**src/include/idc_defines.svh**
```systemverilog
// Widths and counts of the identity number checker, included by the RTL and the testbench
`ifndef IDC_DEFINES_SVH
`define IDC_DEFINES_SVH

// ------------------------------------------------------------
// Beat and digit widths
// ------------------------------------------------------------
`define IDC_ID_W       6
`define IDC_DIGIT_W    4

// ------------------------------------------------------------
// Number format
// ------------------------------------------------------------
// Letter, eight body digits, check digit
`define IDC_BEATS      10
`define IDC_NUM_DIGITS (`IDC_BEATS - 2)

// Counts body digits 0 to 7
`define IDC_CNT_W      3

// Checksum base
`define IDC_MOD        10

`endif
```
**src/rtl/idc_pkg.sv**
```systemverilog
// Shared types of the identity number checker, imported by every RTL file
`include "idc_defines.svh"

package idc_pkg;

    // ------------------------------------------------------------
    // Controller state
    // ------------------------------------------------------------
    // Waiting for letter, taking body digits, taking check digit
    typedef enum logic [1:0] {
        ST_LETTER = 2'd0,
        ST_DIGITS = 2'd1,
        ST_CHECK  = 2'd2
    } idc_state_e;

    // ------------------------------------------------------------
    // Data types
    // ------------------------------------------------------------
    // Decimal digit 0 to 9
    typedef logic [`IDC_DIGIT_W-1:0] digit_t;

    // Value modulo 10
    typedef logic [`IDC_DIGIT_W-1:0] residue_t;

    // Raw input beat
    typedef logic [`IDC_ID_W-1:0] id_t;

endpackage

```
**src/rtl/idc_beat_if.sv**
```systemverilog
// Decoded beat commands passed from the beat sequencer to the accumulator
`timescale 1ns/1ps

interface idc_beat_if
    import idc_pkg::*;
();

    // At most one strobe high per cycle
    logic     load_letter;
    logic     add_digit;
    logic     check;

    // Weight of the current body digit
    residue_t weight;

    // Beat value as received
    id_t      value;

    modport controller (
        output load_letter,
        output add_digit,
        output check,
        output weight,
        output value
    );

    modport accumulator (
        input  load_letter,
        input  add_digit,
        input  check,
        input  weight,
        input  value
    );

endinterface

```
**src/rtl/idc_top.sv**
```systemverilog
// Top level of the identity number checker, the block to instantiate in a system
`timescale 1ns/1ps

module idc_top
    import idc_pkg::*;
(
    // Clock and reset
    input  logic clk,
    input  logic rst_n,

    // Beat stream, one beat per cycle while in_valid
    input  logic in_valid,
    input  id_t  in_id,

    // Result
    output logic out_valid,
    output logic out_legal_id
);

    // ------------------------------------------------------------
    // Beat commands
    // ------------------------------------------------------------
    idc_beat_if u_beat_if ();

    // ------------------------------------------------------------
    // Sequencer
    // ------------------------------------------------------------
    // Marks letter, body digit and check beats
    idc_seq_ctrl u_seq_ctrl (
        .clk      (clk),
        .rst_n    (rst_n),
        .in_valid (in_valid),
        .in_id    (in_id),
        .beat     (u_beat_if.controller)
    );

    // ------------------------------------------------------------
    // Accumulator
    // ------------------------------------------------------------
    // Running checksum and registered result
    idc_mod10_acc u_mod10_acc (
        .clk          (clk),
        .rst_n        (rst_n),
        .beat         (u_beat_if.accumulator),
        .out_valid    (out_valid),
        .out_legal_id (out_legal_id)
    );

endmodule

```
**src/rtl/idc_mod10_acc.sv**
```systemverilog
// Weighted modulo-10 accumulator with the final checksum test and the result registers
`timescale 1ns/1ps
`include "idc_defines.svh"

module idc_mod10_acc
    import idc_pkg::*;
(
    input  logic clk,
    input  logic rst_n,
    idc_beat_if.accumulator beat,
    output logic out_valid,
    output logic out_legal_id
);

    // Two residues summed, before folding
    typedef logic [`IDC_DIGIT_W:0] wide_sum_t;

    residue_t                    residue;
    residue_t                    letter_res;
    digit_t                      digit;
    logic [2*`IDC_DIGIT_W-1:0]   product;
    residue_t                    prod_res;
    wide_sum_t                   step_sum;
    wide_sum_t                   check_sum;
    logic                        legal;

    // Fold a sum below 2 * 10 back into 0 to 9
    function automatic residue_t mod10_fold(input wide_sum_t value);
        wide_sum_t folded;
        folded = (value >= wide_sum_t'(`IDC_MOD)) ? value - wide_sum_t'(`IDC_MOD) : value;
        return residue_t'(folded);
    endfunction

    // ------------------------------------------------------------
    // Letter residue
    // ------------------------------------------------------------
    idc_letter_map u_letter_map (
        .letter  (beat.value),
        .residue (letter_res)
    );

    // ------------------------------------------------------------
    // Body digit step
    // ------------------------------------------------------------
    assign digit = beat.value[`IDC_DIGIT_W-1:0];

    // At most 9 * 8
    assign product = digit * beat.weight;

    assign prod_res = residue_t'(product % `IDC_MOD);

    assign step_sum = {1'b0, residue} + {1'b0, prod_res};

    // ------------------------------------------------------------
    // Final check
    // ------------------------------------------------------------
    // Check digit has weight 1
    assign check_sum = {1'b0, residue} + {1'b0, digit};

    assign legal = (mod10_fold(check_sum) == '0);

    // ------------------------------------------------------------
    // Running residue
    // ------------------------------------------------------------
    // Reloaded by every letter
    always_ff @(posedge clk) begin
        if (beat.load_letter) begin
            residue <= letter_res;
        end else if (beat.add_digit) begin
            residue <= mod10_fold(step_sum);
        end
    end

    // ------------------------------------------------------------
    // Result registers
    // ------------------------------------------------------------
    always_ff @(posedge clk or negedge rst_n) begin
        if (!rst_n) begin
            out_valid    <= 1'b0;
            out_legal_id <= 1'b0;
        end else begin
            // One pulse per completed number
            out_valid <= beat.check;
            if (beat.check) begin
                out_legal_id <= legal;
            end
        end
    end

endmodule

```
**src/rtl/idc_seq_ctrl.sv**
```systemverilog
// Beat sequencer that classifies each input beat and supplies the body digit weight
`timescale 1ns/1ps
`include "idc_defines.svh"

module idc_seq_ctrl
    import idc_pkg::*;
(
    input  logic     clk,
    input  logic     rst_n,
    input  logic     in_valid,
    input  id_t      in_id,
    idc_beat_if.controller beat
);

    // Counter value of the eighth body digit
    localparam logic [`IDC_CNT_W-1:0] LAST_DIGIT = `IDC_CNT_W'(`IDC_NUM_DIGITS - 1);

    idc_state_e               state;
    idc_state_e               state_nxt;
    logic [`IDC_CNT_W-1:0]    digit_cnt;

    // ------------------------------------------------------------
    // Beat classification
    // ------------------------------------------------------------
    always_comb begin
        beat.load_letter = 1'b0;
        beat.add_digit   = 1'b0;
        beat.check       = 1'b0;
        case (state)
            ST_LETTER: beat.load_letter = in_valid;
            ST_DIGITS: beat.add_digit   = in_valid;
            ST_CHECK:  beat.check       = in_valid;
            default: begin
                beat.load_letter = 1'b0;
            end
        endcase
    end

    assign beat.value = in_id;

    // Digit i has weight 9 - i, counter holds i - 1
    assign beat.weight = residue_t'(`IDC_NUM_DIGITS) - residue_t'(digit_cnt);

    // ------------------------------------------------------------
    // Next state
    // ------------------------------------------------------------
    always_comb begin
        state_nxt = state;
        case (state)
            ST_LETTER: begin
                if (in_valid) begin
                    state_nxt = ST_DIGITS;
                end
            end
            ST_DIGITS: begin
                // Gap in the stream abandons the number
                if (!in_valid) begin
                    state_nxt = ST_LETTER;
                end else if (digit_cnt == LAST_DIGIT) begin
                    state_nxt = ST_CHECK;
                end
            end
            ST_CHECK: begin
                state_nxt = ST_LETTER;
            end
            default: begin
                state_nxt = ST_LETTER;
            end
        endcase
    end

    // ------------------------------------------------------------
    // State and digit counter
    // ------------------------------------------------------------
    always_ff @(posedge clk or negedge rst_n) begin
        if (!rst_n) begin
            state     <= ST_LETTER;
            digit_cnt <= '0;
        end else begin
            state <= state_nxt;
            if (beat.load_letter) begin
                digit_cnt <= '0;
            end else if (beat.add_digit) begin
                digit_cnt <= digit_cnt + 1'b1;
            end
        end
    end

endmodule

```
**src/rtl/idc_letter_map.sv**
```systemverilog
// Letter index to weighted residue table, used by the accumulator on the letter beat
`timescale 1ns/1ps

module idc_letter_map
    import idc_pkg::*;
(
    input  id_t      letter,
    output residue_t residue
);

    // ------------------------------------------------------------
    // Residue of tens + 9 * units for each letter code
    // ------------------------------------------------------------
    always_comb begin
        case (letter)
            // A to H, codes 10 to 17
            6'd0:    residue = 4'd1;
            6'd1:    residue = 4'd0;
            6'd2:    residue = 4'd9;
            6'd3:    residue = 4'd8;
            6'd4:    residue = 4'd7;
            6'd5:    residue = 4'd6;
            6'd6:    residue = 4'd5;
            6'd7:    residue = 4'd4;

            // I is 34, out of order
            6'd8:    residue = 4'd9;

            // J, K are 18, 19
            6'd9:    residue = 4'd3;
            6'd10:   residue = 4'd2;

            // L to N, codes 20 to 22
            6'd11:   residue = 4'd2;
            6'd12:   residue = 4'd1;
            6'd13:   residue = 4'd0;

            // O is 35
            6'd14:   residue = 4'd8;

            // P to V, codes 23 to 29
            6'd15:   residue = 4'd9;
            6'd16:   residue = 4'd8;
            6'd17:   residue = 4'd7;
            6'd18:   residue = 4'd6;
            6'd19:   residue = 4'd5;
            6'd20:   residue = 4'd4;
            6'd21:   residue = 4'd3;

            // W is 32
            6'd22:   residue = 4'd1;

            // X, Y are 30, 31
            6'd23:   residue = 4'd3;
            6'd24:   residue = 4'd2;

            // Z is 33
            6'd25:   residue = 4'd0;

            // Not a letter
            default: residue = 4'd0;
        endcase
    end

endmodule

```
**config.mk**
```make
export PLATFORM = sky130hd
export DESIGN_NAME = idc_top
export DESIGN_NICKNAME = d
export VERILOG_FILES = /design/src/rtl/idc_pkg.sv /design/src/rtl/idc_beat_if.sv /design/src/rtl/idc_top.sv /design/src/rtl/idc_mod10_acc.sv /design/src/rtl/idc_seq_ctrl.sv /design/src/rtl/idc_letter_map.sv
export VERILOG_INCLUDE_DIRS = /design/src /design/src/include
export SDC_FILE = /design/constraint.sdc
export NUM_CORES = 1
export LEC_CHECK = 0
export BUFFER_PORTS_ARGS = -buffer_cell sky130_fd_sc_hd__buf_2
export CAP_MARGIN = 20
export CORE_MARGIN = 1.5
export CORE_UTILIZATION = 25
export DETAILED_ROUTE_END_ITERATION = 6
export PLACE_DENSITY = 0.37
export REMOVE_ABC_BUFFERS = 1
export SYNTH_ARGS = -nofsm -noshare
export SYNTH_HDL_FRONTEND = slang
export SYNTH_SLANG_ARGS = --single-unit
```
**constraint.sdc**
```tcl
create_clock -name clk -period 7.45 [get_ports clk]
set_input_delay 0.745 -clock clk [delete_from_list [all_inputs] [get_ports clk]]
set_output_delay 0.745 -clock clk [all_outputs]
set_load 0.02 [all_outputs]
```
==> flow_metrics.env <==
export IMPL_status="completed"
export IMPL_hold_buffers=0
export IMPL_wl_met1_mm=3.29
export IMPL_die_area_sq_um=10800
export IMPL_maxCapViolCount=0
export IMPL_initial_core_util=0.259
export IMPL_io_buffers=10
export IMPL_syn_area_sq_um=2560
export IMPL_diodes=0
export IMPL_ys_seq_area_frac=0.115
export IMPL_drive_above_1_share=0.216
export IMPL_antenna_found_initial=0
export IMPL_hold_viol_final=0
export IMPL_wl_met3_microns=100
export IMPL_synth_seq_cells=11
export IMPL_min_period_ns=7.02
export IMPL_startpoint_type="flop"
export IMPL_worst_pin_slew_ns=0.639
export IMPL_finalCritPeriodShare=0.942
export IMPL_fp_dieW_microns=104
export IMPL_critPathSlowestCell="fa_1"
export IMPL_grt_max_degree=18
export IMPL_wl_met2_mm=3.16
export IMPL_grt_pass1_wl_mm=11.4
export IMPL_place_congestion=0.749
export IMPL_highest_layer="met4"
export IMPL_crit_required_ns=7.55
export IMPL_coreArea_sq_um=9860
export IMPL_cp_max_fo=5
export IMPL_yosysWarnings=0
export IMPL_gr_usage_all_layers=0.124
export IMPL_cp_arrival_ns=7.12
export IMPL_dieHeight_microns=104
export IMPL_cts_tree="done"
export IMPL_r2r_start="u_seq_ctrl.digit_cnt[0]$_DFFE_PN0P_"
export IMPL_crit_top_cell="fa_1"
export IMPL_critPathKind="reg2reg"
export IMPL_hold_class="in2async"
export IMPL_grt_overflow=0
export IMPL_fin_skew_ns=0.00398
export IMPL_htree_num_levels=1
export IMPL_end_kind="flop"
export IMPL_vias=2423
export IMPL_clk_pin_slew_worst_paths_ns=0.05
export IMPL_drt_total_wl_mm=6.63
export IMPL_clockBufferDepth=2
export IMPL_whs_ns=0.326
export IMPL_drt_initial_drc_count=55
export IMPL_synthArstFlopShare=0.636
export IMPL_syn_avg_cell_area_sq_um=7.99
export IMPL_grt_pass1_vias=2357
export IMPL_place_inst=470
export IMPL_r2r_slack_ns=0.43
export IMPL_ant_nets=0
export IMPL_drtPass1Iterations=6
export IMPL_nets=387
export IMPL_io_pins=11
export IMPL_rr_endpoint="u_mod10_acc.residue[2]$_DFFE_PP_"
export IMPL_cpPeakStageDelay_ns=0.54
export IMPL_synth_edf_count=4
export IMPL_setup_viol=0
export IMPL_via_per_inst=5.09
export IMPL_hpwl_mm=5.34
export IMPL_ys_flop_type="dfrtp_1"
export IMPL_drcViolationCount=0
export IMPL_final_common_cell="nor2_1"
export IMPL_fmax_mhz=142
export IMPL_cts_made_buffers=3
export IMPL_rr_worst_depth=28
export IMPL_clockRootBuffer="clkbuf_8"
export IMPL_synthToLayoutAreaGrowth_pct=16.2
export IMPL_drv_slew=0
export IMPL_yosysUniqueCellTypes=71
export IMPL_post_drt_wl_per_cell_microns=13.9
export IMPL_clk_latency_ns=0.24
export IMPL_clock_sinks=11
export IMPL_core_rowCount=36
export IMPL_final_cell_mix="nor2_1 (28), ha_1 (27), buf_4 (26)"
export IMPL_syn_instance_count=320
export IMPL_slew_headroom=0.571
export IMPL_stdcell_count=476
cells by family (layout without fill, tap and decap cells):
| group | Yosys count | in the layout | synth area share |
|---|---|---|---|
| AOI/OAI and AO/OA | 110 | 110 | 0.322 |
| adders and majority gates | 34 | 34 | 0.184 |
| muxes | 8 | 8 | 0.0333 |
| DFF | 11 | 11 | 0.115 |
| buffers and inverters | 35 | 58 | 0.0797 |
| and+or+nand+nor | 111 | 111 | 0.227 |
| xor gates and xnor gates | 11 | 11 | 0.0377 |
Yosys cell counts (all sizes together), types with 5 or more instances:
cell,n,area (sq um)
a21oi,22,114
buf,6,51.3
nand2,23,86.3
fa,6,120
nand3,9,45.0
a21o,11,83.8
o21ai,19,98.9
or3,5,32.5
and2,16,100
nor3,12,60.1
xnor2,8,70.1
dfrtp,7,175
clkbuf,11,85.1
ha,28,350
o2111ai,6,58.8
a31oi,9,56.3
inv,18,67.6
a211oi,8,87.6
nor2,28,105
o211ai,6,50.1
worst max-delay path by stage:
stage               cells past startpoint                           startpoint                               end
floorplan                              28  u_seq_ctrl.digit_cnt[0]$_DFFE_PN0P_  u_mod10_acc.residue[2]$_DFFE_PP_
global placement                       28                             in_id[1]  u_mod10_acc.residue[2]$_DFFE_PP_
detailed placement                     28                             in_id[1]  u_mod10_acc.residue[2]$_DFFE_PP_
CTS                                    30  u_seq_ctrl.digit_cnt[1]$_DFFE_PN0P_  u_mod10_acc.residue[2]$_DFFE_PP_
global route                           30  u_seq_ctrl.digit_cnt[1]$_DFFE_PN0P_  u_mod10_acc.residue[2]$_DFFE_PP_
finish                                 28  u_seq_ctrl.digit_cnt[0]$_DFFE_PN0P_  u_mod10_acc.residue[2]$_DFFE_PP_
area by class of cell:
class                           instances  area, sq um
Inverter                               18         67.6
Fill cell                            1062         6890
Sequential cell                        11          295
Clock buffer                            4         45.0
Timing Repair Buffer                   36          245
Tap cell                              133          166
Multi-Input combinational cell        274         2150
metrics by stage:
step,setup slack (ns),instance area (sq um),setup TNS (ns),util
2_1_floorplan,0.248,2420,0,-
3_3_place_gp,0.144,2820,0,0.286
3_5_place_dp,0.0521,2820,0,0.286
4_1_cts,0.137,2860,0,0.290
5_1_grt,-0.00854,2970,-0.00854,0.301
6_report,0.430,2970,0,0.301
registers in the layout, summed over array words and instances (netlist names):
register	flops
u_mod10_acc.residue	4
u_seq_ctrl.digit_cnt	3
u_seq_ctrl.state	2
u_mod10_acc.out_legal_id	1
u_mod10_acc.out_valid	1
critical path: cells and delay by family, from the launching register on:
family | cells | cell delay, ns
and+or+nand+nor | 7 | 1.68
muxes | 2 | 0.46
DFF | 1 | 0.37
adders and majority gates | 7 | 2.70
AOI/OAI and AO/OA | 8 | 1.14
buffers and inverters | 2 | 0.17
xor gates and xnor gates | 2 | 0.35
routing by layer:
| layer | GRT usage | vias to the layer above |
|---|---|---|
| li1 | - | 1242 |
| met1 | 0.170 | 1142 |
| met2 | 0.211 | 33 |
| met3 | 0.00877 | 6 |
| met4 | 0.0327 | 0 |
| met5 | 0 | - |
repair_timing:
item                       CTS  global route
setup endpoints to repair    0             3
buffers inserted             0             2
gates resized for setup      0            17
Power is not shown: default switching activity piles up to over one toggle a cycle in this logic, so the estimate is an artifact.
